### config.mk
export PLATFORM = sky130hd
export DESIGN_NAME = forward_unit
export DESIGN_NICKNAME = d
export VERILOG_FILES = /design/src/hw/cpu_pkg.sv /design/src/hw/forward_unit.sv
export SDC_FILE = /design/constraint.sdc
export NUM_CORES = 1
export LEC_CHECK = 0
export BUFFER_PORTS_ARGS = -buffer_cell sky130_fd_sc_hd__buf_2
export CORE_AREA = 2 2 39 41
export DETAILED_ROUTE_END_ITERATION = 7
export DIE_AREA = 0 0 41 43
export SLEW_MARGIN = 20
export SYNTH_ARGS = -nofsm -noshare
export SYNTH_HDL_FRONTEND = slang
export SYNTH_SLANG_ARGS = --single-unit
### constraint.sdc
create_clock -name vclk -period 1.64
set_clock_uncertainty 0.2 [all_clocks]
set_input_delay 0.082 -clock vclk [all_inputs]
set_output_delay 0.082 -clock vclk [all_outputs]
set_load 0.01 [all_outputs]
### src/hw/cpu_pkg.sv
`default_nettype none

package cpu_pkg;

	// Datapath and register file geometry
	localparam int xlen = 32;
	localparam int reg_addr_w = 5;
	localparam int reg_count = 1 << reg_addr_w;

	// Word-addressed data memory
	localparam int dmem_words = 256;
	localparam int dmem_addr_w = $clog2(dmem_words);

	// Opcodes
	localparam logic [5:0] op_rtype = 6'h00;
	localparam logic [5:0] op_j = 6'h02;
	localparam logic [5:0] op_beq = 6'h04;
	localparam logic [5:0] op_bne = 6'h05;
	localparam logic [5:0] op_addi = 6'h08;
	localparam logic [5:0] op_lw = 6'h23;
	localparam logic [5:0] op_sw = 6'h2b;
	localparam logic [5:0] op_hlt = 6'h3f;

	// Funct codes for R-type
	localparam logic [5:0] fn_add = 6'h20;
	localparam logic [5:0] fn_sub = 6'h22;
	localparam logic [5:0] fn_and = 6'h24;
	localparam logic [5:0] fn_or = 6'h25;
	localparam logic [5:0] fn_slt = 6'h2a;

	typedef enum logic [2:0] {
		alu_add,
		alu_sub,
		alu_and,
		alu_or,
		alu_slt
	} alu_op_t;

	// Operand source chosen by the forwarding logic
	typedef enum logic [1:0] {
		fwd_rf,
		fwd_mem,
		fwd_wb
	} fwd_sel_t;

endpackage

`default_nettype wire

### src/hw/forward_unit.sv
`timescale 1ns/10ps
`default_nettype none

module forward_unit (
	input  logic [cpu_pkg::reg_addr_w-1:0] ex_rs1,
	input  logic [cpu_pkg::reg_addr_w-1:0] ex_rs2,
	input  logic                           ex_use_imm,
	input  logic [cpu_pkg::reg_addr_w-1:0] mem_rd,
	input  logic                           mem_regwrite,
	input  logic [cpu_pkg::reg_addr_w-1:0] wb_rd,
	input  logic                           wb_regwrite,
	output cpu_pkg::fwd_sel_t              fwd_a,
	output cpu_pkg::fwd_sel_t              fwd_b,
	output cpu_pkg::fwd_sel_t              fwd_store
);
	import cpu_pkg::*;

	// Newest producer first and r0 never forwards
	function automatic fwd_sel_t source_for(input logic [reg_addr_w-1:0] src);
		if (mem_regwrite && mem_rd != '0 && mem_rd == src)
			return fwd_mem;
		else if (wb_regwrite && wb_rd != '0 && wb_rd == src)
			return fwd_wb;
		else
			return fwd_rf;
	endfunction

	always_comb begin
		fwd_a = source_for(ex_rs1);
		fwd_store = source_for(ex_rs2);
		// Immediate takes the B slot in execute
		if (ex_use_imm)
			fwd_b = fwd_rf;
		else
			fwd_b = fwd_store;
	end

endmodule

`default_nettype wire

==> impl_metrics.env <==
export IMPL_grt_usage=0.0929
export IMPL_hold_viol_final=0
export IMPL_worstHoldPathCells=3
export IMPL_stdcell_count=89
export IMPL_hold_end="fwd_b[0]"
export IMPL_num_antenna_cells=0
export IMPL_final_min_clock_period_ns=1.62
export IMPL_gr_total_overflow=0
export IMPL_synth_top_area_share=0.397
export IMPL_final_core_util=0.428
export IMPL_ir_worst_vdd_mv=0.105
export IMPL_min_from="ex_use_imm"
export IMPL_cp_end_kind="primary output"
export IMPL_core_area_um2=1380
export IMPL_ff_latch_area_um2=0
export IMPL_via_per_inst=4.48
export IMPL_final_cell_mix="buf_2, xnor2_1, xor2_1, buf_4, xnor2_2"
export IMPL_drc=0
export IMPL_worstPathMaxFanout=3
export IMPL_grt_pass1_wl_mm=1.19
export IMPL_yosysTopAreaCell="xnor2_1"
export IMPL_layout_commonest_cell="buf_2"
export IMPL_nFillCells=142
export IMPL_place_congestion=0.767
export IMPL_status="complete, no violations"
export IMPL_rsz0062_at_grt="yes"
export IMPL_grt_max_degree=4
export IMPL_die_x_um=41
export IMPL_yosysSeqAreaShare=0
export IMPL_startpoint_type="primary input"
export IMPL_cp_arrival_ns=1.34
export IMPL_fmaxAchievable_ghz=0.616
export IMPL_p_switching_uw=64.7
export IMPL_ant_nets=0
export IMPL_drt_wl_total_um=936
export IMPL_worst_pin_slew_ns=0.376
export IMPL_maxCapViolCount=0
export IMPL_post_place_cells=89
export IMPL_leakage_uw=0.000268
export IMPL_cts_hold_fix_buffers=0
export IMPL_syn_to_final_growth_pct=107
export IMPL_syn_num_nets=60
export IMPL_power_density_nw_per_um2=240
export IMPL_ioPinCount=29
export IMPL_slew_violations=0
export IMPL_vias=399
export IMPL_final_setup_worst_slack_ns=0.0175
export IMPL_dr_pass1_iters=1
export IMPL_grt_antenna_before_repair=0
export IMPL_cts_setup_buffers=0
export IMPL_switching_share=0.455
export IMPL_path_class="in -> out"
export IMPL_hp_class="in -> out"
export IMPL_synth_cells=37
export IMPL_drtIter0Drc=0
export IMPL_die_area_um2=1760
export IMPL_post_drt_wl_per_cell_um=10.5
export IMPL_netlist_area_um2=287
export IMPL_power_frac_seq=0
export IMPL_rows=14
export IMPL_dp_slack_ns=-0.00682
export IMPL_internal_power_uw=77.3
export IMPL_max_slew_margin=0.747
export IMPL_min_period_over_period=0.989
export IMPL_drive_gt1_frac=0.658
export IMPL_p_comb_frac=1.000
export IMPL_ys_top_cells_by_area="xnor2_1, xor2_1, nor4_2, or4_1, nand3_1"
export IMPL_clockPowerShare=0
export IMPL_synth_distinct_cells=12
export IMPL_syn_area_per_cell_um2=7.74
export IMPL_setup_violations_final=0
export IMPL_grt_pass1_vias=313
export IMPL_start_util=0.207
export IMPL_finalNetCount=98
export IMPL_seq_cell_count=0
export IMPL_nClkBuffers=0
export IMPL_synth_warnings=0
export IMPL_worst_ep_required_time_ns=1.36
export IMPL_port_buffers=29
export IMPL_die_h_um=43
-- through the flow --
step	hold slack (ns)	setup TNS, ns	area, um^2	power (uW)
finish	0.216	0	592	142
detailed placement	0.211	-0.00682	504	119
global placement	0.205	-0.0160	504	118
floorplan	0.0104	0	287	54.1
global route	0.229	-0.0804	592	156
CTS	0.211	0	508	120
-- metal layers --
metal / vias up / global-route usage / share of wire / routed length, um
met5: - / 0 / 0 / 0
met4: 0 / 0 / 0 / 0
met3: 0 / 0 / 0.10 / 98
met2: 21 / 0.156 / 0.51 / 477
met1: 171 / 0.136 / 0.39 / 361
li1: 207 / - / - / -
-- worst max path at each step --
stage	end	startpoint	depth (start not counted)	slack [ns]
floorplan	fwd_store[1]	mem_rd[1]	4	0.13
CTS	fwd_store[1]	mem_rd[1]	6	0.005
detailed placement	fwd_store[1]	mem_rd[1]	6	-0.007
global route	fwd_store[1]	mem_rd[2]	6	-0.05
global placement	fwd_store[1]	mem_rd[1]	6	-0.02
finish	fwd_b[0]	mem_rd[2]	7	0.02
-- power by group through the flow --
stage | Combinational (uW) | Clock [uW] | Sequential, uW
3_5_place_dp | 119 | 0 | 0
6_report | 142 | 0 | 0
5_1_grt | 156 | 0 | 0
2_1_floorplan | 54.1 | 0 | 0
3_3_place_gp | 118 | 0 | 0
4_1_cts | 120 | 0 | 0
-- timing repair --
action	CTS	global route
endpoints found under the setup margin	1	3
gates resized for setup	1	13
pin swaps	0	9
-- critical path, cell delays in order --
cell	delay (ns)
buf_6	0.09
or4_4	0.54
o21ai_4	0.20
nor4_4	0.05
buf_4	0.15
nor2b_4	0.12
buf_6	0.11
-- Yosys cell counts --
library cell  count
xnor2_1          13
xor2_1            7
nand3_1           4
or4_1             3
nor3_1            2
nor4_2            2
nand2_1           1
nor2_1            1
nor2b_1           1
nor4_1            1
o21ai_1           1
o21ai_2           1
-- final cells by class --
class              instances  area (um^2)  share of cell area
multi-input cells         37          355               0.600
repair buffers            36          216               0.366
well taps                 16         20.0              0.0338
-- kinds of logic after synthesis --
group | synth area share
and+or+nand+nor | 0.341
xor gates and xnor gates | 0.611
AOI/OAI and AO/OA | 0.0480
No activity file was read; power rests on OpenSTA's default activity.
