==> config.mk <==
export PLATFORM = sky130hd
export DESIGN_NAME = decode_stage
export DESIGN_NICKNAME = d
export VERILOG_FILES = /design/src/hw/cpu_pkg.sv /design/src/hw/decode_stage.sv
export SDC_FILE = /design/constraint.sdc
export NUM_CORES = 2
export LEC_CHECK = 0
export BUFFER_PORTS_ARGS = -buffer_cell sky130_fd_sc_hd__clkbuf_2
export CORE_ASPECT_RATIO = 2
export CORE_MARGIN = 8
export CORE_UTILIZATION = 55
export CTS_BUF_LIST = sky130_fd_sc_hd__clkbuf_16
export DETAILED_ROUTE_END_ITERATION = 12
export GPL_TIMING_DRIVEN = 0
export PLACE_DENSITY = 0.82
export SLEW_MARGIN = 25
export SYNTH_ARGS = -nofsm -noshare
export SYNTH_HDL_FRONTEND = slang
export SYNTH_SLANG_ARGS = --single-unit
==> constraint.sdc <==
create_clock -name clk -period 5.4 [get_ports clk]
set_input_delay 0.27 -clock clk [delete_from_list [all_inputs] [get_ports clk]]
set_output_delay 0.27 -clock clk [all_outputs]
set_load 0.05 [all_outputs]
==> src/hw/cpu_pkg.sv <==
`default_nettype none

package cpu_pkg;

	// Datapath and register file geometry
	localparam int xlen = 32;
	localparam int reg_addr_w = 5;
	localparam int reg_count = 1 << reg_addr_w;

	// Word-addressed data memory
	localparam int dmem_words = 256;
	localparam int dmem_addr_w = $clog2(dmem_words);

	// Opcodes
	localparam logic [5:0] op_rtype = 6'h00;
	localparam logic [5:0] op_j = 6'h02;
	localparam logic [5:0] op_beq = 6'h04;
	localparam logic [5:0] op_bne = 6'h05;
	localparam logic [5:0] op_addi = 6'h08;
	localparam logic [5:0] op_lw = 6'h23;
	localparam logic [5:0] op_sw = 6'h2b;
	localparam logic [5:0] op_hlt = 6'h3f;

	// Funct codes for R-type
	localparam logic [5:0] fn_add = 6'h20;
	localparam logic [5:0] fn_sub = 6'h22;
	localparam logic [5:0] fn_and = 6'h24;
	localparam logic [5:0] fn_or = 6'h25;
	localparam logic [5:0] fn_slt = 6'h2a;

	typedef enum logic [2:0] {
		alu_add,
		alu_sub,
		alu_and,
		alu_or,
		alu_slt
	} alu_op_t;

	// Operand source chosen by the forwarding logic
	typedef enum logic [1:0] {
		fwd_rf,
		fwd_mem,
		fwd_wb
	} fwd_sel_t;

endpackage

`default_nettype wire

==> src/hw/decode_stage.sv <==
`timescale 1ns/10ps
`default_nettype none

module decode_stage (
	input  logic                           clk,
	input  logic                           rst,
	input  logic                           halted,
	input  logic [cpu_pkg::xlen-1:0]       if_pc,
	input  logic [cpu_pkg::xlen-1:0]       if_inst,
	input  logic                           if_valid,
	input  logic                           branch_taken,
	input  logic                           wb_valid,
	input  logic [cpu_pkg::reg_addr_w-1:0] wb_rd,
	input  logic [cpu_pkg::xlen-1:0]       wb_data,
	output logic                           stall,
	output logic                           jump,
	output logic [cpu_pkg::xlen-1:0]       jump_target,
	output logic                           ex_valid,
	output logic [cpu_pkg::xlen-1:0]       ex_pc,
	output cpu_pkg::alu_op_t               ex_alu_op,
	output logic [cpu_pkg::reg_addr_w-1:0] ex_rs1,
	output logic [cpu_pkg::reg_addr_w-1:0] ex_rs2,
	output logic [cpu_pkg::reg_addr_w-1:0] ex_rd,
	output logic [cpu_pkg::xlen-1:0]       ex_rs1_val,
	output logic [cpu_pkg::xlen-1:0]       ex_rs2_val,
	output logic [cpu_pkg::xlen-1:0]       ex_imm,
	output logic                           ex_use_imm,
	output logic                           ex_regwrite,
	output logic                           ex_memread,
	output logic                           ex_memwrite,
	output logic                           ex_is_beq,
	output logic                           ex_is_bne,
	output logic                           ex_is_hlt
);
	import cpu_pkg::*;

	logic [5:0] opcode;
	logic [5:0] funct;
	logic [reg_addr_w-1:0] rs;
	logic [reg_addr_w-1:0] rt;
	logic [reg_addr_w-1:0] rd_field;
	logic [reg_addr_w-1:0] dest;
	logic [xlen-1:0] imm;
	logic [xlen-1:0] pc_plus1;
	alu_op_t alu_op;
	logic use_imm;
	logic regwrite;
	logic memread;
	logic memwrite;
	logic is_beq;
	logic is_bne;
	logic is_hlt;
	logic is_j;
	logic uses_rs1;
	logic uses_rs2;
	logic bubble;
	logic [xlen-1:0] rs1_val;
	logic [xlen-1:0] rs2_val;
	logic [xlen-1:0] regs [reg_count];

	assign opcode = if_inst[31:26];
	assign rs = if_inst[25:21];
	assign rt = if_inst[20:16];
	assign rd_field = if_inst[15:11];
	assign funct = if_inst[5:0];
	assign imm = {{(xlen-16){if_inst[15]}}, if_inst[15:0]};

	always_comb begin
		alu_op = alu_add;
		dest = rt;
		use_imm = 1'b0;
		regwrite = 1'b0;
		memread = 1'b0;
		memwrite = 1'b0;
		is_beq = 1'b0;
		is_bne = 1'b0;
		is_hlt = 1'b0;
		is_j = 1'b0;
		uses_rs1 = 1'b0;
		uses_rs2 = 1'b0;
		case (opcode)
			op_rtype: begin
				dest = rd_field;
				uses_rs1 = 1'b1;
				uses_rs2 = 1'b1;
				regwrite = 1'b1;
				case (funct)
					fn_add: alu_op = alu_add;
					fn_sub: alu_op = alu_sub;
					fn_and: alu_op = alu_and;
					fn_or: alu_op = alu_or;
					fn_slt: alu_op = alu_slt;
					default: regwrite = 1'b0;
				endcase
			end
			op_addi, op_lw: begin
				use_imm = 1'b1;
				uses_rs1 = 1'b1;
				regwrite = 1'b1;
				memread = (opcode == op_lw);
			end
			op_sw: begin
				use_imm = 1'b1;
				uses_rs1 = 1'b1;
				uses_rs2 = 1'b1;
				memwrite = 1'b1;
			end
			op_beq, op_bne: begin
				alu_op = alu_sub;
				uses_rs1 = 1'b1;
				uses_rs2 = 1'b1;
				is_beq = (opcode == op_beq);
				is_bne = (opcode == op_bne);
			end
			op_j: is_j = 1'b1;
			op_hlt: is_hlt = 1'b1;
			default: ;
		endcase
	end

	// Register file with r0 at zero and a WB write bypassed to the read
	always_ff @(posedge clk) begin
		if (rst) begin
			for (int i = 0; i < reg_count; i++)
				regs[i] <= '0;
		end else if (wb_valid && wb_rd != '0) begin
			regs[wb_rd] <= wb_data;
		end
	end

	assign rs1_val = (rs == '0) ? '0 : (wb_valid && wb_rd == rs) ? wb_data : regs[rs];
	assign rs2_val = (rt == '0) ? '0 : (wb_valid && wb_rd == rt) ? wb_data : regs[rt];

	// Load in EX feeding this instruction
	assign stall = if_valid && ex_valid && ex_memread && ex_rd != '0 &&
		((uses_rs1 && rs == ex_rd) || (uses_rs2 && rt == ex_rd));

	assign pc_plus1 = if_pc + xlen'(1);
	assign jump = if_valid && is_j;
	assign jump_target = {pc_plus1[xlen-1:26], if_inst[25:0]};

	assign bubble = !if_valid || stall || branch_taken;

	always_ff @(posedge clk) begin
		if (rst) begin
			ex_valid <= 1'b0;
			ex_regwrite <= 1'b0;
			ex_memread <= 1'b0;
			ex_memwrite <= 1'b0;
			ex_is_beq <= 1'b0;
			ex_is_bne <= 1'b0;
			ex_is_hlt <= 1'b0;
		end else if (!halted) begin
			ex_valid <= !bubble;
			ex_regwrite <= !bubble && regwrite;
			ex_memread <= !bubble && memread;
			ex_memwrite <= !bubble && memwrite;
			ex_is_beq <= !bubble && is_beq;
			ex_is_bne <= !bubble && is_bne;
			ex_is_hlt <= !bubble && is_hlt;
		end
	end

	always_ff @(posedge clk) begin
		if (!halted) begin
			ex_pc <= if_pc;
			ex_alu_op <= alu_op;
			ex_rs1 <= rs;
			ex_rs2 <= rt;
			ex_rd <= dest;
			ex_rs1_val <= rs1_val;
			ex_rs2_val <= rs2_val;
			ex_imm <= imm;
			ex_use_imm <= use_imm;
		end
	end

	assert property (@(posedge clk) disable iff (rst) !(stall && branch_taken))
		else $error("decode_stage: load-use stall during a branch flush");

endmodule

`default_nettype wire

==> results list <==
- The run finished with clean final reports.
- Total of buffers placed on input and output ports: 287
- In this run the horizontal extent of the chip is 250.2 um.
- Area growth, synth to finish: 12.95%
* Cell count after placement: 5989
- Count of endpoints failing hold in the final timing report: 0
- The number of antenna violations at the first check in global routing is 11.
- For this block, the initial DRC count from the detailed router was 7285.
- For this design the ratio of total power to cell area is 320.0 nW/um2.
* Number of maximum-capacitance constraint violations: 0
- In this run the count of I/O pins placed on the die edge is 295.
* Critical path's most frequent cell: sky130_fd_sc_hd__buf_2
- Worst EP required: 5960 ps
* Floorplan die area: 121200 um2
* EDFF count, synth: 1155
- Clock skew on the completed layout was measured at 35.61 ps.
- Library cell used as clock root buffer: sky130_fd_sc_hd__clkbuf_16
* Most common cell after layout, fill and taps aside: sky130_fd_sc_hd__edfxtp_1
* Asr flop ratio synth: 0
* Post-synthesis instance total: 4276
- Final setup violation count: 0
- Counting along the longest clock path gives a buffer depth of 3.
- For the worst-skew pair, the clock arrives at the later sink with an insertion delay of 750 ps.
- STA classifies the critical path startpoint as a primary input.
* Number of global-route vias before repair: 43002
- Site row count: 172
- Layout cells sized above 1: 0.2226
- Reg clk slew, reported paths: 80 ps
* Area used by sequential logic in the layout: 34820 um2
- Flip-flop cell with the highest count after synthesis: sky130_fd_sc_hd__edfxtp_1
- Num Clock Sinks: 1162
- Rel. slew slack: 0.2053
* Final critical-path share of the clock period: 0.7519
* Initial core utilization: 0.5519
* Floorplan core area: 109300 um2
- IR analysis of the VDD net gives a maximum drop of 0.3618 mV.
- Buffers inserted during clock tree synthesis total 99.
- Wires add up to 218400 um.
* Post-DP HPWL: 160500 um
- Maximum level of the CTS H-tree: 3
- Average routed wire per standard cell: 34.86 um
- Netlist area before placement: 60340 um2
- Vertical die dimension: 484.4 um
* Combined area of the multi-input logic cells: 23450 um2
* Setup Crit Path Kind: primary input to flip-flop
- Nets: 4894
* Final critical path time including I/O delays and setup: 4060 ps
* Path type of the worst min-delay path: primary input to flip-flop
* Crit Path Max Fanout: 10
- FILL cells: 8130
* Yosys warning total: 0
* Element type at the critical path end: flip-flop
* Hold slack final: 34.37 ps
* Leakage power figure: 24.64 nW
* Critical-path cell list: dlygate4sd3_1 -> clkbuf_2 -> clkbuf_1 -> buf_4 -> buf_2 -> buf_2 -> buf_1 -> o22ai_1 -> o21ai_0 -> a32o_1
- Wire length of the first global-routing pass: 304400 um
- The largest individual stage delay along the critical path comes from the cell sky130_fd_sc_hd__buf_1.
- Number of nets with antenna violations after routing: 0
- Averaged over all synthesized cells, the footprint is 14.11 um2.
* Pins Over Slew Limit: 0
- Library cells used by synthesis: 49
- Maximum single-stage delay on the critical path: 740 ps
- Measured in cells, the most critical reg-to-reg path has a length of 4.
- TritonCTS built the clock tree.
- The total overflow left after global routing is 0.
- Entering global routing, the biggest net connects 81 pins.
- Synthesis inferred 1162 register bits.
- In the layout the commonest cells are 1155 x sky130_fd_sc_hd__edfxtp_1, 995 x sky130_fd_sc_hd__and2_1, 350 x sky130_fd_sc_hd__mux2i_1.
- Timing would allow up to 0.2463 GHz.
- Arrival time at the worst endpoint: 4620 ps
* Transition time of the tightest slew-check pin: 1192 ps
- Setup repair after global routing missed its margin: no
- Before antenna repair, the detailed router went through 7 iterations.
- DRC viols: 0
* Post-cts repair resize count: 0
- In the global route stage, overall resource usage came out at 0.3518.
* Worst hold path cell count: 2
* Via/cell ratio: 6.862
* Last weighted congestion value of the routability-driven placer: 1.056
- Excluding fillers, the count of instances in the completed layout stands at 6267.
* Sequential share of the synthesized area: 0.5772
- Via Count: 43004
## worst paths after layout
| check | start | end | slack, ps |
|---|---|---|---|
| max | if_inst[21] | ex_rs1_val[20] | 1340 |
| min | wb_data[6] | regs[2][6] | 30 |
| max reg2reg | regs[19][16] | ex_rs1_val[16] | 3130 |
| min reg2reg | ex_valid | ex_valid | 470 |
## logic make-up (layout without fill, tap and decap cells)
family,after synthesis,count (layout),synth area share
simple gates,1336,1336,0.1287
other cells,1,38,0.00006215
flops,1162,1162,0.5772
xor+xnor,26,26,0.003774
buf+inv,481,1043,0.03644
mux,773,773,0.1971
compound gates,497,497,0.05672
## registers in the layout, summed over array words and instances, names as in the netlist
| name | count |
|---|---|
| regs | 1024 |
| ex_pc | 32 |
| ex_memread | 1 |
| ex_rs2 | 5 |
| ex_is_bne | 1 |
| ex_rs2_val | 32 |
| ex_memwrite | 1 |
| ex_imm | 16 |
| ex_valid | 1 |
| ex_regwrite | 1 |
| ex_use_imm | 1 |
| ex_is_hlt | 1 |
| ex_rs1 | 5 |
| ex_is_beq | 1 |
| ex_rd | 5 |
| ex_alu_op | 3 |
| ex_rs1_val | 32 |
## where the power goes
| part | leakage, nW | switching, mW | internal, mW |
|---|---|---|---|
| Clock | 1.72 | 3.56 | 4.36 |
| Sequential | 11.1 | 0.276 | 10.5 |
| Combinational | 11.8 | 2.09 | 1.05 |
| Total | 24.6 | 5.92 | 15.9 |
## through the flow
stage          setup WS, ps    util  instance area [um2]  total power, mW  setup TNS [ps]
3_5_place_dp           1134  0.5829                63730            13.87               0
6_report               1340  0.6234                68150            21.80               0
4_1_cts                1345  0.6228                68090            21.58               0
5_1_grt                1500  0.6232                68140            22.11               0
2_1_floorplan          1683       -                60450            12.73               0
3_3_place_gp         -62.45  0.5820                63630            13.77          -371.4
## what timing repair did
item                      in CTS  in global routing
hold endpoints to repair     100                  0
buffers inserted               0                  0
hold buffers                  88                  0
## routing by layer
metal,track usage,up-vias,routed length (um)
li1,-,17186,-
met1,0.4114,21211,69440
met2,0.5465,3690,99460
met5,0.005632,-,115
met4,0.2441,6,18390
met3,0.1162,911,31030
## final cells by class
class | count | area share
diodes | 6 | 0.0002203
plain buffers | 477 | 0.03246
clock buffers | 100 | 0.03672
clock inverters | 83 | 0.01441
inverters | 4 | 0.0003305
multi-input cells | 2664 | 0.3440
flip-flops and latches | 1162 | 0.5110
well taps | 1392 | 0.02556
repair buffers | 379 | 0.03529
## worst max-delay path, delay by kind of cell
family / cells / cell delay (ps)
compound gates: 3 / 1170
buf+inv: 7 / 3160
## cells in the mapped netlist (4+ instances only)
| library cell | number | area share |
|---|---|---|
| sky130_fd_sc_hd__edfxtp_1 | 1155 | 0.57 |
| sky130_fd_sc_hd__and2_1 | 995 | 0.10 |
| sky130_fd_sc_hd__mux2i_1 | 350 | 0.058 |
| sky130_fd_sc_hd__mux4_2 | 322 | 0.12 |
| sky130_fd_sc_hd__clkbuf_1 | 313 | 0.019 |
| sky130_fd_sc_hd__nand2_1 | 183 | 0.011 |
| sky130_fd_sc_hd__o22ai_1 | 125 | 0.013 |
| sky130_fd_sc_hd__mux2_2 | 101 | 0.019 |
| sky130_fd_sc_hd__o21ai_0 | 100 | 0.0083 |
| sky130_fd_sc_hd__buf_2 | 92 | 0.0076 |
| sky130_fd_sc_hd__nor2_1 | 66 | 0.0041 |
| sky130_fd_sc_hd__a21oi_1 | 65 | 0.0054 |
| sky130_fd_sc_hd__a32o_1 | 65 | 0.011 |
| sky130_fd_sc_hd__o221ai_1 | 64 | 0.0093 |
| sky130_fd_sc_hd__buf_4 | 51 | 0.0063 |
| sky130_fd_sc_hd__a211oi_1 | 41 | 0.0051 |
| sky130_fd_sc_hd__or2_2 | 31 | 0.0032 |
| sky130_fd_sc_hd__a22oi_1 | 23 | 0.0029 |
| sky130_fd_sc_hd__xnor2_1 | 14 | 0.0020 |
| sky130_fd_sc_hd__buf_1 | 13 | 0.00081 |
| sky130_fd_sc_hd__nand4_1 | 12 | 0.0012 |
| sky130_fd_sc_hd__xor2_1 | 12 | 0.0017 |
| sky130_fd_sc_hd__nand3b_1 | 9 | 0.0011 |
| sky130_fd_sc_hd__nor3_1 | 9 | 0.00075 |
| sky130_fd_sc_hd__dfxtp_1 | 7 | 0.0023 |
| sky130_fd_sc_hd__nand3_1 | 7 | 0.00058 |
| sky130_fd_sc_hd__o31ai_1 | 6 | 0.00075 |
| sky130_fd_sc_hd__buf_6 | 5 | 0.00093 |
| sky130_fd_sc_hd__inv_1 | 4 | 0.00025 |
| sky130_fd_sc_hd__nand2b_1 | 4 | 0.00041 |
| sky130_fd_sc_hd__nor4_1 | 4 | 0.00041 |
| sky130_fd_sc_hd__or3b_2 | 4 | 0.00058 |
No activity file was read; power rests on OpenSTA's default activity.
