File: src/hw/cpu_pkg.sv
`default_nettype none

package cpu_pkg;

	// Datapath and register file geometry
	localparam int xlen = 32;
	localparam int reg_addr_w = 5;
	localparam int reg_count = 1 << reg_addr_w;

	// Word-addressed data memory
	localparam int dmem_words = 256;
	localparam int dmem_addr_w = $clog2(dmem_words);

	// Opcodes
	localparam logic [5:0] op_rtype = 6'h00;
	localparam logic [5:0] op_j = 6'h02;
	localparam logic [5:0] op_beq = 6'h04;
	localparam logic [5:0] op_bne = 6'h05;
	localparam logic [5:0] op_addi = 6'h08;
	localparam logic [5:0] op_lw = 6'h23;
	localparam logic [5:0] op_sw = 6'h2b;
	localparam logic [5:0] op_hlt = 6'h3f;

	// Funct codes for R-type
	localparam logic [5:0] fn_add = 6'h20;
	localparam logic [5:0] fn_sub = 6'h22;
	localparam logic [5:0] fn_and = 6'h24;
	localparam logic [5:0] fn_or = 6'h25;
	localparam logic [5:0] fn_slt = 6'h2a;

	typedef enum logic [2:0] {
		alu_add,
		alu_sub,
		alu_and,
		alu_or,
		alu_slt
	} alu_op_t;

	// Operand source chosen by the forwarding logic
	typedef enum logic [1:0] {
		fwd_rf,
		fwd_mem,
		fwd_wb
	} fwd_sel_t;

endpackage

`default_nettype wire

File: src/hw/fetch_stage.sv
`timescale 1ns/10ps
`default_nettype none

module fetch_stage (
	input  logic                     clk,
	input  logic                     rst,
	input  logic                     halted,
	input  logic                     stall,
	input  logic                     jump,
	input  logic [cpu_pkg::xlen-1:0] jump_target,
	input  logic                     branch_taken,
	input  logic [cpu_pkg::xlen-1:0] branch_target,
	input  logic [cpu_pkg::xlen-1:0] imem_data,
	output logic [cpu_pkg::xlen-1:0] pc,
	output logic [cpu_pkg::xlen-1:0] if_pc,
	output logic [cpu_pkg::xlen-1:0] if_inst,
	output logic                     if_valid
);
	import cpu_pkg::*;

	logic [xlen-1:0] pc_next;

	// Branch from EX is older than a jump in ID, so it wins
	always_comb begin
		if (branch_taken)
			pc_next = branch_target;
		else if (jump)
			pc_next = jump_target;
		else if (stall)
			pc_next = pc;
		else
			pc_next = pc + xlen'(1);
	end

	always_ff @(posedge clk) begin
		if (rst)
			pc <= '0;
		else if (!halted)
			pc <= pc_next;
	end

	// IF/ID valid bit
	always_ff @(posedge clk) begin
		if (rst) begin
			if_valid <= 1'b0;
		end else if (!halted) begin
			if (branch_taken || jump)
				if_valid <= 1'b0;
			else if (!stall)
				if_valid <= 1'b1;
		end
	end

	always_ff @(posedge clk) begin
		if (!halted && !stall) begin
			if_pc <= pc;
			if_inst <= imem_data;
		end
	end

	assert property (@(posedge clk) disable iff (rst) halted |=> $stable(pc))
		else $error("fetch_stage: PC changed while halted");

endmodule

`default_nettype wire

File: config.mk
export PLATFORM = sky130hd
export DESIGN_NAME = fetch_stage
export DESIGN_NICKNAME = d
export VERILOG_FILES = /design/src/hw/cpu_pkg.sv /design/src/hw/fetch_stage.sv
export SDC_FILE = /design/constraint.sdc
export NUM_CORES = 1
export LEC_CHECK = 0
export BUFFER_PORTS_ARGS = -buffer_cell sky130_fd_sc_hd__buf_2
export CAP_MARGIN = 25
export CORE_ASPECT_RATIO = 0.75
export CORE_MARGIN = 1
export CORE_UTILIZATION = 40
export DETAILED_ROUTE_END_ITERATION = 8
export PLACE_DENSITY = 0.72
export SYNTH_ARGS = -nofsm -noshare
export SYNTH_HDL_FRONTEND = slang
export SYNTH_SLANG_ARGS = --single-unit
File: constraint.sdc
create_clock -name clk -period 4 [get_ports clk]
set_clock_uncertainty 0.15 [all_clocks]
set_input_delay 0.6 -clock clk [delete_from_list [all_inputs] [get_ports clk]]
set_output_delay 0.6 -clock clk [all_outputs]
set_load 0.01 [all_outputs]
==> results_tabular.tex, run 1 <==
\begin{tabular}{lr}
\hline
Metric & Value \\
\hline
\multicolumn{2}{l}{\textbf{CTS}} \\
\quad Maximum level of the CTS H-tree & 3 \\
\quad CTS clk-pin slew, worst paths & 0.07 ns \\
\quad Gates resized, CTS repair & 0 \\
\quad Root Buffer Master & sky130\_fd\_sc\_hd\_\_clkbuf\_16 \\
\quad Cts hold-fix bufs & 0 \\
\quad Post-CTS setup buffer count & 0 \\
\quad Insertion delay of the later-clocked pin in the worst-skew pair & around 0.35 ns \\
\quad Clk buf depth & 2 \\
\quad Clock sink count & 97 \\
\quad CTS tree & yes \\
\quad Number of clock buffers inserted by TritonCTS & 9 \\
\multicolumn{2}{l}{\textbf{Worst setup path}} \\
\quad Most frequent CP cell & sky130\_fd\_sc\_hd\_\_nor2\_1 \\
\quad R2R cell count & 5 \\
\quad CP max-delay cell & sky130\_fd\_sc\_hd\_\_a21o\_1 \\
\quad Capture point of the worst reg-to-reg path & pc[26]\$\_SDFFE\_PP0P\_ \\
\quad Worst setup SP type & primary input \\
\quad Stage delay of the slowest cell on the critical path & between 0.8 and 0.9 ns \\
\quad Crit path max fanout & 28 \\
\quad Cell breakdown of the critical path & buf\_2, nor2\_1, a21o\_1, nor2\_1, o21a\_1, a32o\_1 \\
\quad Number of cells on the critical path & 6 \\
\quad Startpoint of the most critical register-to-register path & pc[12]\$\_SDFFE\_PP0P\_ \\
\quad Data arrival time at the worst-slack endpoint & approximately 2.9 ns \\
\quad Crit Path Category & in2reg \\
\quad Worst R2R Setup Slack & about 1.5 ns \\
\quad Endpoint required time on the critical path & between 4 and 5 ns \\
\quad Number of buffers and inverters on the critical path & 1 \\
\quad Top cell family by delay on the critical path & compound AO/OA/AOI/OAI gates \\
\quad Critical Path Sink Type & flip-flop \\
\multicolumn{2}{l}{\textbf{Synth}} \\
\quad Most common flop cell mapped by yosys & sky130\_fd\_sc\_hd\_\_edfxtp\_1 \\
\quad Proportion of netlist area held by the largest area contributor & 0.4351 \\
\quad Fraction of synthesis flops using an asynchronous set or reset pin & 0 \\
\quad Number of enable-type register cells in the synthesized netlist & 64 \\
\quad Fraction of the yosys area taken by sequential cells & 0.5847 \\
\quad Number of cells produced by synthesis & roughly 410 \\
\quad Dominant cell type by area after synthesis & sky130\_fd\_sc\_hd\_\_edfxtp\_1 \\
\quad Area of the mapped netlist & 4417 um2 \\
\quad Number of warnings issued by yosys & 0 \\
\quad Avg Cell Area, Syn & approximately 11 um2 \\
\quad Number of distinct library cells after synthesis & 65 \\
\quad Post-synth net total & a little over 500 \\
\quad Area contributors post-synth & sky130\_fd\_sc\_hd\_\_edfxtp\_1 44\%, sky130\_fd\_sc\_hd\_\_dfxtp\_1 15\%, sky130\_fd\_sc\_hd\_\_a21oi\_1 3.4\% \\
\quad Flip-flop and latch count after synthesis & 97 \\
\multicolumn{2}{l}{\textbf{Power and ir drop}} \\
\quad Internal power summed over all cells & about 1.7 mW \\
\quad Clock share of power & 0.353 \\
\quad Sw Ratio & 0.2698 \\
\quad Seq pwr share & 0.515 \\
\quad Cell Pwr Density & between 400 and 500 nW/um2 \\
\quad Reported leakage power & approximately 2.3 nW \\
\quad Worst IR drop on VDD & 194.9 uV \\
\quad Combinational share of power & 0.132 \\
\quad Net switching power of the design & between 0.6 and 0.7 mW \\
\multicolumn{2}{l}{\textbf{Cells and area}} \\
\quad Total area of multi-input combinational cells & between 1500 and 2000 um2 \\
\quad Post-layout instance count excluding filler cells & 732 \\
\quad Layout cells sized above 1 & 0.3909 \\
\quad Final \#Nets & 694 \\
\quad N\_diodes & 0 \\
\quad Number of inserted filler cells in the final layout & 951 \\
\quad Area Overhead vs Synth & 31.13\% \\
\quad Area used by sequential logic in the layout & 2582 um2 \\
\multicolumn{2}{l}{\textbf{Timing}} \\
\quad Number of pins exceeding their max-slew limit in the final report & 0 \\
\quad Slew of the pin with the lowest slew margin & 0.9934 ns \\
\quad Final period utilization & 0.7124 \\
\quad Final setup fails & 0 \\
\quad Normalized max-slew margin & 0.3364 \\
\quad Setup repair after global routing missed its margin & false \\
\quad Upper clock frequency limit & $\sim$350 MHz \\
\quad Aggregate negative setup slack & 0 ns \\
\quad Hold Violations, Final & 0 \\
\quad Final critical path time including I/O delays and setup & about 2.8 ns \\
\multicolumn{2}{l}{\textbf{GRT}} \\
\quad Wire length of the first global-routing pass & 20.83 mm \\
\quad Initial antenna violation count & 0 \\
\quad Grt ovf & 0 \\
\quad Largest net degree at the start of global routing & 56 \\
\quad Number of global-route vias before repair & 3,996 \\
\quad All-Layer GR Usage & 0.2428 \\
\multicolumn{2}{l}{\textbf{Die}} \\
\quad Starting density of the core & 0.4210 \\
\quad Count of pins on the block boundary & a little under 200 \\
\quad Total Die Area & approximately 11,000 um2 \\
\quad Die W & about 120 um \\
\quad Vertical die dimension & between 90 and 100 um \\
\quad Core Area & about 10,000 um2 \\
\quad Std-Cell Rows & 32 \\
\multicolumn{2}{l}{\textbf{Worst hold path}} \\
\quad Min-delay worst type & in2reg \\
\quad Hold path start & imem\_data[31] \\
\quad Capture endpoint of the worst hold path & if\_inst[31]\$\_DFFE\_PP\_ \\
\quad Worst hold path depth & 1 \\
\multicolumn{2}{l}{\textbf{Route}} \\
\quad DR vias & between 4,000 and 5,000 \\
\quad Overall routed net length & $\sim$14 mm \\
\quad Post-detailed-route count of antenna-violating nets & 0 \\
\quad Number of DRC markers in iteration 0 & around 300 \\
\quad First-pass DRT Iterations & 6 \\
\quad \# DRC & 0 \\
\quad Average wire per cell in the routed design & 18.98 um \\
\quad Mean number of vias per cell & 5.754 \\
\multicolumn{2}{l}{\textbf{Place}} \\
\quad Count of input and output buffers & just under 200 \\
\quad Number of placed instances, taps included & approximately 700 \\
\quad Final weighted congestion of routability-driven global placement & 0.8582 \\
\quad HPWL after detailed placement & 9.618 mm \\
\multicolumn{2}{l}{\textbf{Run}} \\
\quad Reported max-cap violation count & 0 \\
\multicolumn{2}{l}{\textbf{Outcome}} \\
\quad Outcome & finished, final reports clean \\
\hline
\end{tabular}
## power by group through the flow
stage	Sequential (mW)	Clock [mW]	Combinational (mW)
final	1.20	0.821	0.306
after floorplan	1.24	0	0.124
after CTS	1.19	0.835	0.306
after global placement	1.21	0	0.297
after detailed placement	1.22	0	0.304
after global routing	1.21	0.869	0.336
## cell usage in the layout (no fill, tap or decap), types with 5 or more instances in the layout
master and instances:
sky130_fd_sc_hd__a211oi_1 6, sky130_fd_sc_hd__a21oi_1 29, sky130_fd_sc_hd__a22oi_1 6, sky130_fd_sc_hd__a31oi_1 5, sky130_fd_sc_hd__buf_2 198, sky130_fd_sc_hd__buf_4 5
sky130_fd_sc_hd__clkbuf_16 9, sky130_fd_sc_hd__dfxtp_1 33, sky130_fd_sc_hd__edfxtp_1 64, sky130_fd_sc_hd__inv_1 6, sky130_fd_sc_hd__mux2i_1 5, sky130_fd_sc_hd__nand2_1 33
sky130_fd_sc_hd__nand3_1 15, sky130_fd_sc_hd__nand4_1 10, sky130_fd_sc_hd__nor2_1 21, sky130_fd_sc_hd__nor3_1 12, sky130_fd_sc_hd__nor4_1 12, sky130_fd_sc_hd__o211ai_1 7
sky130_fd_sc_hd__o21ai_0 21, sky130_fd_sc_hd__o22ai_1 9, sky130_fd_sc_hd__or3_1 6
## registers in the layout, summed over array words and instances (netlist names)
register	cells
if_inst	32
if_pc	32
pc	32
if_valid	1
## worst register-to-register path, cell delays in order, from the launching register on
cell and delay [ns]:
sky130_fd_sc_hd__dfxtp_1 0.54, sky130_fd_sc_hd__nand3_2 0.18, sky130_fd_sc_hd__or3_1 0.50, sky130_fd_sc_hd__or4_4 0.57
sky130_fd_sc_hd__and3_4 0.20, sky130_fd_sc_hd__o31a_1 0.26
## metal layers
metal,global-route usage,up-vias,share of wire,routed length (um)
met1,0.3264,1960,0.43,5995
li1,-,1965,-,-
met2,0.3682,256,0.44,6118
met4,0.07731,0,0.021,295
met5,0,-,0,0
met3,0.07988,31,0.11,1486
## area by class of cell
type,instances,share of cell area
Tap cell,136,0.02938
Sequential cell,97,0.4459
Multi-Input combinational cell,273,0.2942
Clock inverter,7,0.009505
Clock buffer,9,0.03889
Inverter,7,0.004537
Timing Repair Buffer,203,0.1776
## cells by family (layout without fill, tap and decap cells)
kind of cell               Yosys count  in the layout  share of synthesized area
DFF                                 97             97                     0.5847
and+or+nand+nor                    139            139                     0.1703
AOI/OAI and AO/OA                  123            123                     0.1890
xor gates and xnor gates             5              5                   0.009915
adders and majority gates            1              1                   0.002832
muxes                                5              5                    0.01133
buffers and inverters               35            226                    0.03201
## worst max path at each step
stage	from	end
after global routing	jump	pc[21]$_SDFFE_PP0P_
after floorplan	halted	pc[26]$_SDFFE_PP0P_
after detailed placement	jump	pc[21]$_SDFFE_PP0P_
after CTS	jump	pc[21]$_SDFFE_PP0P_
final	jump	pc[21]$_SDFFE_PP0P_
after global placement	jump	pc[21]$_SDFFE_PP0P_
## metrics by stage
step	cell area, um2	power, mW	hold slack, ns	util	setup slack [ns]
floorplan	4419	1.360	0.3605	-	0.7764
global placement	5512	1.511	0.3399	0.5254	0.9425
detailed placement	5512	1.521	0.3470	0.5254	0.8370
CTS	5792	2.335	0.2641	0.5521	1.179
global route	5792	2.410	0.2565	0.5521	0.9949
finish	5792	2.323	0.2751	0.5521	1.150
## cells in the mapped netlist (all sizes together), types with 4 or more instances
cell type	n
edfxtp	64
dfxtp	33
nand2	33
a21oi	30
nor2	22
clkbuf	21
o21ai	21
nand3	16
nor3	12
nor4	12
nand4	11
o22ai	9
or3	9
buf	7
o211ai	7
a211oi	6
a22oi	6
inv	6
a31oi	5
mux2i	5
a311oi	4
a32o	4
and3	4
nand2b	4
o221ai	4
o31ai	4
xnor2	4
No activity file was read; power rests on OpenSTA's default activity.
==> run 2, diff against run 1 <==
--- a/config.mk
+++ b/config.mk
@@ -11,7 +11,7 @@
 export CORE_MARGIN = 1
 export CORE_UTILIZATION = 40
 export DETAILED_ROUTE_END_ITERATION = 8
-export PLACE_DENSITY = 0.72
+export PLACE_DENSITY = 0.7
 export SYNTH_ARGS = -nofsm -noshare
 export SYNTH_HDL_FRONTEND = slang
 export SYNTH_SLANG_ARGS = --single-unit
==> constraint.sdc (replaced) <==
create_clock -name clk -period 2.9 [get_ports clk]
set_clock_uncertainty 0.15 [all_clocks]
set_input_delay 0.435 -clock clk [delete_from_list [all_inputs] [get_ports clk]]
set_output_delay 0.435 -clock clk [all_outputs]
set_load 0.01 [all_outputs]
==> run 2 against run 1 <==
  * Wire length shrank 1.8%
  * Clock power grew 55%
  * Combinational power is 43% higher
  * Sequential power grew 38%
  * Via count up 1.7%
  * Sequential share of layout area down 0.93 points
==> results_tabular.tex, run 2 (synthesized netlist as in run 1, its figures left out) <==
\begin{tabular}{lr}
\hline
Metric & Value \\
\hline
\multicolumn{2}{l}{\textbf{Timing}} \\
\quad Final setup fails & 0 (unchanged) \\
\quad Number of pins exceeding their max-slew limit in the final report & 0 (unchanged) \\
\quad Setup repair after global routing missed its margin & false \\
\quad Aggregate negative setup slack & 0 ns (unchanged) \\
\quad Upper clock frequency limit & about 420 MHz \\
\quad Slew of the pin with the lowest slew margin & 0.7020 ns (-0.2913 ns) \\
\quad Final critical path time including I/O delays and setup & roughly 2.4 ns \\
\quad Final period utilization & 0.8222 \\
\quad Hold Violations, Final & 0 (unchanged) \\
\quad Normalized max-slew margin & 0.5320 (+0.1956) \\
\multicolumn{2}{l}{\textbf{Place}} \\
\quad Final weighted congestion of routability-driven global placement & 0.9648 (+12\%) \\
\quad Count of input and output buffers & 198 (unchanged) \\
\quad HPWL after detailed placement & 10.25 mm (+6.6\%) \\
\multicolumn{2}{l}{\textbf{Route}} \\
\quad DR vias & 4,284 (+1.7\%) \\
\quad Number of DRC markers in iteration 0 & 350 (+17\%) \\
\quad Post-detailed-route count of antenna-violating nets & 0 (unchanged) \\
\quad Average wire per cell in the routed design & 18.36 um (-3.3\%) \\
\quad Mean number of vias per cell & 5.766 (+0.20\%) \\
\quad First-pass DRT Iterations & 7 (+1) \\
\quad Overall routed net length & 13.64 mm (-1.8\%) \\
\quad \# DRC & 0 (unchanged) \\
\multicolumn{2}{l}{\textbf{Die}} \\
\quad Vertical die dimension & 93 um (unchanged) \\
\quad Starting density of the core & 0.4210 (unchanged) \\
\quad Die W & 123.3 um (unchanged) \\
\quad Count of pins on the block boundary & 199 (unchanged) \\
\quad Core Area & 10,490 um2 (unchanged) \\
\quad Total Die Area & 11,470 um2 (unchanged) \\
\quad Std-Cell Rows & 32 (unchanged) \\
\multicolumn{2}{l}{\textbf{Cells and area}} \\
\quad Area Overhead vs Synth & 33.94\% \\
\quad Number of inserted filler cells in the final layout & 952 (+0.11\%) \\
\quad Layout cells sized above 1 & 0.4020 (+0.01104) \\
\quad Highest-count cells in the layout ignoring fill and taps & 198 x sky130\_fd\_sc\_hd\_\_buf\_2, 64 x sky130\_fd\_sc\_hd\_\_edfxtp\_1, 33 x sky130\_fd\_sc\_hd\_\_nand2\_1, 33 x sky130\_fd\_sc\_hd\_\_dfxtp\_1, 29 x sky130\_fd\_sc\_hd\_\_a21oi\_1 \\
\quad Registers with the highest flip-flop counts & if\_inst x32, if\_pc x32, pc x32 \\
\quad N\_diodes & 0 (unchanged) \\
\quad Most common library cell in the layout ignoring fill and taps & sky130\_fd\_sc\_hd\_\_buf\_2 \\
\quad Final \#Nets & 705 (+1.6\%) \\
\quad Total area of multi-input combinational cells & 1704 um2 (unchanged) \\
\quad Area used by sequential logic in the layout & 2582 um2 (unchanged) \\
\multicolumn{2}{l}{\textbf{GRT}} \\
\quad Grt ovf & 0 (unchanged) \\
\quad All-Layer GR Usage & 0.2389 (-0.003911) \\
\quad Initial antenna violation count & 0 (unchanged) \\
\quad Largest net degree at the start of global routing & 42 (-25\%) \\
\quad Number of global-route vias before repair & 4,186 (+4.8\%) \\
\quad Wire length of the first global-routing pass & 20.64 mm (-0.93\%) \\
\multicolumn{2}{l}{\textbf{Power and ir drop}} \\
\quad Worst IR drop on VDD & 312.3 uV (+60\%) \\
\quad Cell Pwr Density & 567.4 nW/um2 (+41\%) \\
\quad Internal power summed over all cells & 2.521 mW (+49\%) \\
\quad Combinational share of power & 0.130 (-0.002) \\
\quad Net switching power of the design & 0.8354 mW (+33\%) \\
\quad Reported leakage power & 2.375 nW (+3.3\%) \\
\quad Seq pwr share & 0.491 (-0.024) \\
\quad Clock share of power & 0.379 (+0.026) \\
\quad Sw Ratio & 0.2489 (-0.02093) \\
\quad Overall power after layout & 3.356 mW (+45\%) \\
\multicolumn{2}{l}{\textbf{CTS}} \\
\quad Maximum level of the CTS H-tree & 3 (unchanged) \\
\quad Cts hold-fix bufs & 0 (unchanged) \\
\quad Root Buffer Master & sky130\_fd\_sc\_hd\_\_clkbuf\_16 \\
\quad Gates resized, CTS repair & 0 (unchanged) \\
\quad CTS tree & yes \\
\quad Clk buf depth & 2 (unchanged) \\
\quad Number of clock buffers inserted by TritonCTS & 9 (unchanged) \\
\quad CTS clk-pin slew, worst paths & 0.07 ns (about the same) \\
\quad Clock sink count & 97 (unchanged) \\
\quad Post-CTS setup buffer count & 0 (unchanged) \\
\quad Insertion delay of the later-clocked pin in the worst-skew pair & 0.34 ns (about the same) \\
\multicolumn{2}{l}{\textbf{Outcome}} \\
\quad Outcome & finished, final reports clean \\
\multicolumn{2}{l}{\textbf{Worst setup path}} \\
\quad Worst setup SP type & flip-flop \\
\quad Top cell family by delay on the critical path & simple AND/OR/NAND/NOR gates \\
\quad Stage delay of the slowest cell on the critical path & 0.55 ns (-0.29 ns) \\
\quad Data arrival time at the worst-slack endpoint & 2.46 ns (-0.47 ns) \\
\quad Critical Path Sink Type & flip-flop \\
\quad Endpoint required time on the critical path & 2.98 ns (-1.10 ns) \\
\quad Cell breakdown of the critical path & nand3\_2, or3\_1, or4\_4, and3\_4, o31a\_1 \\
\quad Crit Path Category & reg2reg \\
\quad CP max-delay cell & sky130\_fd\_sc\_hd\_\_or4\_4 \\
\quad Crit path max fanout & 9 (-68\%) \\
\quad Number of buffers and inverters on the critical path & 0 (-1) \\
\multicolumn{2}{l}{\textbf{Worst hold path}} \\
\quad Min-delay worst type & in2reg \\
\multicolumn{2}{l}{\textbf{Run}} \\
\quad Reported max-cap violation count & 0 (unchanged) \\
\hline
\end{tabular}
run 2: cell count changes in the layout (fill, tap and decap cells not counted):
cell / previous run / this run
sky130_fd_sc_hd__clkbuf_1: 0 / 1
sky130_fd_sc_hd__buf_4: 5 / 16
sky130_fd_sc_hd__inv_8: 1 / 0
sky130_fd_sc_hd__clkinvlp_4: 3 / 2
sky130_fd_sc_hd__bufinv_16: 0 / 2
sky130_fd_sc_hd__clkinv_1: 2 / 1
run 2: layout make-up:
class,instances,share of cell area
clock inverters,6,0.01565
multi-input cells,273,0.2881
well taps,136,0.02876
repair buffers,214,0.1878
inverters,7,0.004442
flip-flops and latches,97,0.4365
clock buffers,10,0.03871
run 2: layer usage:
layer | up-vias | global-route usage | routed length, um
met5 | - | 0 | 0
met4 | 0 | 0.1074 | 324
met2 | 273 | 0.3706 | 6116
li1 | 1985 | - | -
met1 | 1996 | 0.3136 | 5791
met3 | 30 | 0.06037 | 1408
run 2: path summary, 6_finish.rpt:
path,start,depth (start not counted),slack [ns],endpoint
max,pc[12]$_SDFFE_PP0P_,5,0.52,pc[26]$_SDFFE_PP0P_
min,imem_data[27],1,0.11,if_inst[27]$_DFFE_PP_
max reg2reg,pc[12]$_SDFFE_PP0P_,5,0.52,pc[26]$_SDFFE_PP0P_
min reg2reg,pc[31]$_SDFFE_PP0P_,0,0.38,if_pc[31]$_DFFE_PP_
run 2: stage by stage:
stage | instance area, um2 | utilization | instances | hold slack [ns] | worst slack (ns)
after CTS | 5916 | 0.5639 | 743 | 0.1005 | 0.5438
after detailed placement | 5594 | 0.5333 | 727 | 0.3639 | 0.5602
after floorplan | 4424 | - | 405 | 0.3605 | 0.5718
after global placement | 5594 | 0.5333 | 727 | 0.3389 | 0.6261
final | 5916 | 0.5639 | 743 | 0.1147 | 0.5156
after global routing | 5916 | 0.5639 | 743 | 0.1043 | 0.4223
run 2: worst register-to-register path: stages (launching register included):
cell                      delay (ns)
sky130_fd_sc_hd__dfxtp_1        0.46
sky130_fd_sc_hd__nand3_2        0.16
sky130_fd_sc_hd__or3_1          0.49
sky130_fd_sc_hd__or4_4          0.55
sky130_fd_sc_hd__and3_4         0.20
sky130_fd_sc_hd__o31a_1         0.27
run 2: power by group through the flow:
stage	Combinational (mW)	Clock (mW)	Sequential (mW)
floorplan	0.171	0	1.70
global placement	0.430	0	1.67
detailed placement	0.434	0	1.68
CTS	0.436	1.30	1.65
global route	0.477	1.35	1.66
finish	0.437	1.27	1.65
==> run 3, diff against run 2 <==
--- a/config.mk
+++ b/config.mk
@@ -5,13 +5,14 @@
 export SDC_FILE = /design/constraint.sdc
 export NUM_CORES = 1
 export LEC_CHECK = 0
+export ABC_AREA = 1
 export BUFFER_PORTS_ARGS = -buffer_cell sky130_fd_sc_hd__buf_2
 export CAP_MARGIN = 25
 export CORE_ASPECT_RATIO = 0.75
 export CORE_MARGIN = 1
 export CORE_UTILIZATION = 40
 export DETAILED_ROUTE_END_ITERATION = 8
-export PLACE_DENSITY = 0.7
+export PLACE_DENSITY = 0.72
 export SYNTH_ARGS = -nofsm -noshare
 export SYNTH_HDL_FRONTEND = slang
 export SYNTH_SLANG_ARGS = --single-unit
==> constraint.sdc (replaced) <==
create_clock -name clk -period 2 [get_ports clk]
set_clock_uncertainty 0.15 [all_clocks]
set_input_delay 0.3 -clock clk [delete_from_list [all_inputs] [get_ports clk]]
set_output_delay 0.3 -clock clk [all_outputs]
set_load 0.01 [all_outputs]
==> run 3 against run 2 <==
  * Power up 44%
  * Worst hold slack worse by 0.065 ns
  * Sequential cell count unchanged
  * Sequential share of layout area down 3.7 points
  * Design area up 9.5%
  * Clock-buffer cell count down 1
  * Critical path depth up 5
  * Wire length up 3.0%
  * Largest power group unchanged
  * Non-clock buffer count up 31
  * Core utilization up 1.9 points
  * Combinational power up 71%
  * Global-route usage up 0.41 points
==> results_tabular.tex, run 3 <==
\begin{tabular}{lr}
\hline
Metric & Value \\
\hline
\multicolumn{2}{l}{\textbf{Worst setup path}} \\
\quad Data arrival time at the worst-slack endpoint & 1.96 ns (-0.50 ns) \\
\quad CP max-delay cell & sky130\_fd\_sc\_hd\_\_dfxtp\_1 \\
\quad Crit Path Category & reg2reg \\
\quad Critical Path Sink Type & flip-flop \\
\quad Most frequent CP cell & sky130\_fd\_sc\_hd\_\_nand2\_1 \\
\quad Stage delay of the slowest cell on the critical path & 0.48 ns (-0.07 ns) \\
\quad Number of buffers and inverters on the critical path & 0 (unchanged) \\
\quad Worst setup SP type & flip-flop \\
\quad Cell breakdown of the critical path & nand2\_1, nor2\_4, nand3\_2, nor2\_2, nand2\_1, nand2\_1, nand2\_1, nand2\_1, nand2\_1, a21oi\_2 \\
\quad Top cell family by delay on the critical path & simple AND/OR/NAND/NOR gates \\
\quad Endpoint required time on the critical path & 2.13 ns (-0.85 ns) \\
\quad Crit path max fanout & 6 (-3) \\
\multicolumn{2}{l}{\textbf{Synth}} \\
\quad Most frequently used cell type in the post-synthesis netlist & sky130\_fd\_sc\_hd\_\_nand2\_1 \\
\quad Proportion of netlist area held by the largest area contributor & 0.4136 (-0.02156) \\
\quad Most common flop cell mapped by yosys & sky130\_fd\_sc\_hd\_\_edfxtp\_1 \\
\quad Fraction of the yosys area taken by sequential cells & 0.5557 (-0.02897) \\
\quad Most common library cells after synthesis & 125 x sky130\_fd\_sc\_hd\_\_nand2\_1, 79 x sky130\_fd\_sc\_hd\_\_nor2\_1, 64 x sky130\_fd\_sc\_hd\_\_edfxtp\_1 \\
\quad Number of distinct library cells after synthesis & 30 (-54\%) \\
\quad Dominant cell type by area after synthesis & sky130\_fd\_sc\_hd\_\_edfxtp\_1 \\
\quad Number of cells produced by synthesis & 528 (+30\%) \\
\quad Area of the mapped netlist & 4647 um2 (+5.2\%) \\
\quad Fraction of synthesis flops using an asynchronous set or reset pin & 0 (unchanged) \\
\quad Number of enable-type register cells in the synthesized netlist & 64 (unchanged) \\
\quad Avg Cell Area, Syn & 8.801 um2 (-19\%) \\
\quad Number of warnings issued by yosys & 0 (unchanged) \\
\quad Flip-flop and latch count after synthesis & 97 (unchanged) \\
\quad Area contributors post-synth & sky130\_fd\_sc\_hd\_\_edfxtp\_1 41\%, sky130\_fd\_sc\_hd\_\_dfxtp\_1 14\%, sky130\_fd\_sc\_hd\_\_nand2\_1 10\% \\
\quad Post-synth net total & 631 (+24\%) \\
\multicolumn{2}{l}{\textbf{Timing}} \\
\quad Aggregate negative setup slack & 0 ns (unchanged) \\
\quad Normalized max-slew margin & 0.5880 (+0.05600) \\
\quad Setup repair after global routing missed its margin & false \\
\quad Hold Violations, Final & 0 (unchanged) \\
\quad Final critical path time including I/O delays and setup & 1.821 ns (-0.5631 ns) \\
\quad Number of pins exceeding their max-slew limit in the final report & 0 (unchanged) \\
\quad Slew of the pin with the lowest slew margin & 0.6171 ns (-0.08490 ns) \\
\quad Final setup fails & 0 (unchanged) \\
\quad Final period utilization & 0.9106 (+0.08845) \\
\quad Worst setup slack after layout & 0.1787 ns (-0.3369 ns) \\
\quad Upper clock frequency limit & 549.1 MHz (+31\%) \\
\multicolumn{2}{l}{\textbf{Place}} \\
\quad HPWL after detailed placement & 10.26 mm (+0.13\%) \\
\quad Post-placement cell area & 5857 um2 (+4.7\%) \\
\quad Setup Slack @ Placement & 0.1132 ns (-0.4469 ns) \\
\quad Final weighted congestion of routability-driven global placement & 0.8440 (-13\%) \\
\quad Count of input and output buffers & 198 (unchanged) \\
\multicolumn{2}{l}{\textbf{Cells and area}} \\
\quad Most common library cell in the layout ignoring fill and taps & sky130\_fd\_sc\_hd\_\_buf\_2 \\
\quad Area Overhead vs Synth & 39.34\% \\
\quad Registers with the highest flip-flop counts & if\_inst x32, if\_pc x32, pc x32 \\
\quad Post-route standard cell area excluding fillers & 6475 um2 (+9.5\%) \\
\quad Layout cells sized above 1 & 0.3520 (-0.04996) \\
\quad Final core area utilization & 0.5830 (+0.01904) \\
\quad Final \#Nets & 865 (+23\%) \\
\quad N\_diodes & 0 (unchanged) \\
\quad Highest-count cells in the layout ignoring fill and taps & 198 x sky130\_fd\_sc\_hd\_\_buf\_2, 125 x sky130\_fd\_sc\_hd\_\_nand2\_1, 78 x sky130\_fd\_sc\_hd\_\_nor2\_1 \\
\multicolumn{2}{l}{\textbf{Route}} \\
\quad DR vias & 4,507 (+5.2\%) \\
\quad Mean number of vias per cell & 4.969 (-14\%) \\
\quad Metal1 wirelength & 6.606 mm (+14\%) \\
\quad First-pass DRT Iterations & 4 (-3) \\
\quad Overall routed net length & 14.04 mm (+3.0\%) \\
\quad Average wire per cell in the routed design & 15.48 um (-16\%) \\
\quad Met3 Wirelength & 1.038 mm (-26\%) \\
\quad Number of DRC markers in iteration 0 & 239 (-32\%) \\
\quad Post-detailed-route count of antenna-violating nets & 0 (unchanged) \\
\quad \# DRC & 0 (unchanged) \\
\quad Detailed route wirelength on metal2 & 6.220 mm (+1.7\%) \\
\quad Max Used Layer & met4 \\
\multicolumn{2}{l}{\textbf{Die}} \\
\quad Std-Cell Rows & 33 (+3.1\%) \\
\quad Starting density of the core & 0.4184 (-0.002655) \\
\quad Total Die Area & 12,060 um2 (+5.1\%) \\
\quad Count of pins on the block boundary & 199 (unchanged) \\
\quad Vertical die dimension & 95.35 um (+2.5\%) \\
\quad Core Area & 11,110 um2 (+5.9\%) \\
\quad Die W & 126.5 um (+2.5\%) \\
\multicolumn{2}{l}{\textbf{Worst hold path}} \\
\quad Min-delay worst type & in2reg \\
\multicolumn{2}{l}{\textbf{CTS}} \\
\quad Clk buf depth & 2 (unchanged) \\
\quad Root Buffer Master & sky130\_fd\_sc\_hd\_\_clkbuf\_16 \\
\quad Clock sink count & 97 (unchanged) \\
\quad Number of clock buffers inserted by TritonCTS & 9 (unchanged) \\
\quad CTS clk-pin slew, worst paths & 0.07 ns (about the same) \\
\quad Insertion delay of the later-clocked pin in the worst-skew pair & 0.35 ns (about the same) \\
\quad Maximum level of the CTS H-tree & 3 (unchanged) \\
\quad CTS tree & yes \\
\quad Post-CTS setup buffer count & 0 (unchanged) \\
\multicolumn{2}{l}{\textbf{Outcome}} \\
\quad Outcome & finished, final reports clean \\
\multicolumn{2}{l}{\textbf{Power and ir drop}} \\
\quad Cell Pwr Density & 747.7 nW/um2 (+32\%) \\
\quad Reported leakage power & 2.781 nW (+17\%) \\
\quad Worst IR drop on VDD & 495.6 uV (+59\%) \\
\multicolumn{2}{l}{\textbf{GRT}} \\
\quad Initial antenna violation count & 0 (unchanged) \\
\quad Largest net degree at the start of global routing & 54 (+29\%) \\
\quad Wire length of the first global-routing pass & 22.39 mm (+8.5\%) \\
\quad Number of global-route vias before repair & 4,313 (+3.0\%) \\
\quad Grt ovf & 0 (unchanged) \\
\quad All-Layer GR Usage & 0.2429 (+0.004087) \\
\multicolumn{2}{l}{\textbf{Run}} \\
\quad Reported max-cap violation count & 0 (unchanged) \\
\hline
\end{tabular}
run 3: cell types whose count changed in the layout (fill, tap and decap cells not counted), moves of 10 or more:
cell                            before  now
sky130_fd_sc_hd__nand2_1            33  125
sky130_fd_sc_hd__nor2_1             21   78
sky130_fd_sc_hd__dlygate4sd3_1       0   33
sky130_fd_sc_hd__a21oi_1            29   58
sky130_fd_sc_hd__o21ai_1             0   17
sky130_fd_sc_hd__inv_1               6   18
sky130_fd_sc_hd__nand3b_1            0   12
sky130_fd_sc_hd__nor3_1             12    0
sky130_fd_sc_hd__nor4_1             12    0
sky130_fd_sc_hd__nand4_1            10    0
run 3: cells by family after synthesis:
logic type | synth area share
AO/OA/AOI/OAI | 0.1300
XOR/XNOR | 0.01885
adder cells (fa/ha/maj) | 0.002692
buffers and inverters | 0.03985
flip-flops | 0.5557
AND/OR/NAND/NOR | 0.2528
run 3: metrics by stage:
| stage | hold WS (ns) | power (mW) | cells |
|---|---|---|---|
| global route | 0.07158 | 5.070 | 907 |
| finish | 0.04965 | 4.842 | 907 |
| floorplan | 0.2191 | 2.812 | 528 |
| global placement | 0.3265 | 3.139 | 858 |
| CTS | 0.03585 | 4.893 | 907 |
| detailed placement | 0.3281 | 3.157 | 858 |
run 3: timing repair:
action                                 in CTS  in global routing
endpoints found under the hold margin      34                  0
setup endpoints to repair                   0                  5
hold buffers                               33                  0
gates resized for setup                     0                  2
run 3: layout make-up:
cell class | instances | area (um2)
fillers | 1005 | 4632
clock inverters | 7 | 60.06
repair buffers | 245 | 1439
inverters | 24 | 90.09
multi-input cells | 385 | 1901
clock buffers | 9 | 225.2
flip-flops and latches | 97 | 2585
well taps | 140 | 175.2
run 3: worst paths after layout:
check	start	depth (start not counted)	slack, ns	endpoint
max	pc[5]$_SDFFE_PP0P_	10	0.18	pc[23]$_SDFFE_PP0P_
min	branch_target[1]	3	0.05	pc[1]$_SDFFE_PP0P_
max reg2reg	pc[5]$_SDFFE_PP0P_	10	0.18	pc[23]$_SDFFE_PP0P_
min reg2reg	if_valid$_SDFFE_PP0P_	2	0.35	if_valid$_SDFFE_PP0P_
run 3: routing by layer:
metal / track usage / vias up
met3: 0.05387 / 19
met4: 0.06928 / 0
met5: 0 / -
met2: 0.3812 / 191
met1: 0.3377 / 2047
li1: - / 2250
run 3: worst register-to-register path: cells and delay by family, from the launching register on:
| family | cells | cell delay [ns] |
|---|---|---|
| AO/OA/AOI/OAI | 1 | 0.10 |
| AND/OR/NAND/NOR | 9 | 1.03 |
| flip-flops | 1 | 0.48 |
run 3: report_power, final:
group	internal [mW]	leakage [nW]	switching, mW	total [mW]
combinational	0.340	1.75	0.407	0.748
clock	0.871	0.143	0.807	1.68
sequential	2.29	0.887	0.126	2.42
total	3.50	2.78	1.34	4.84
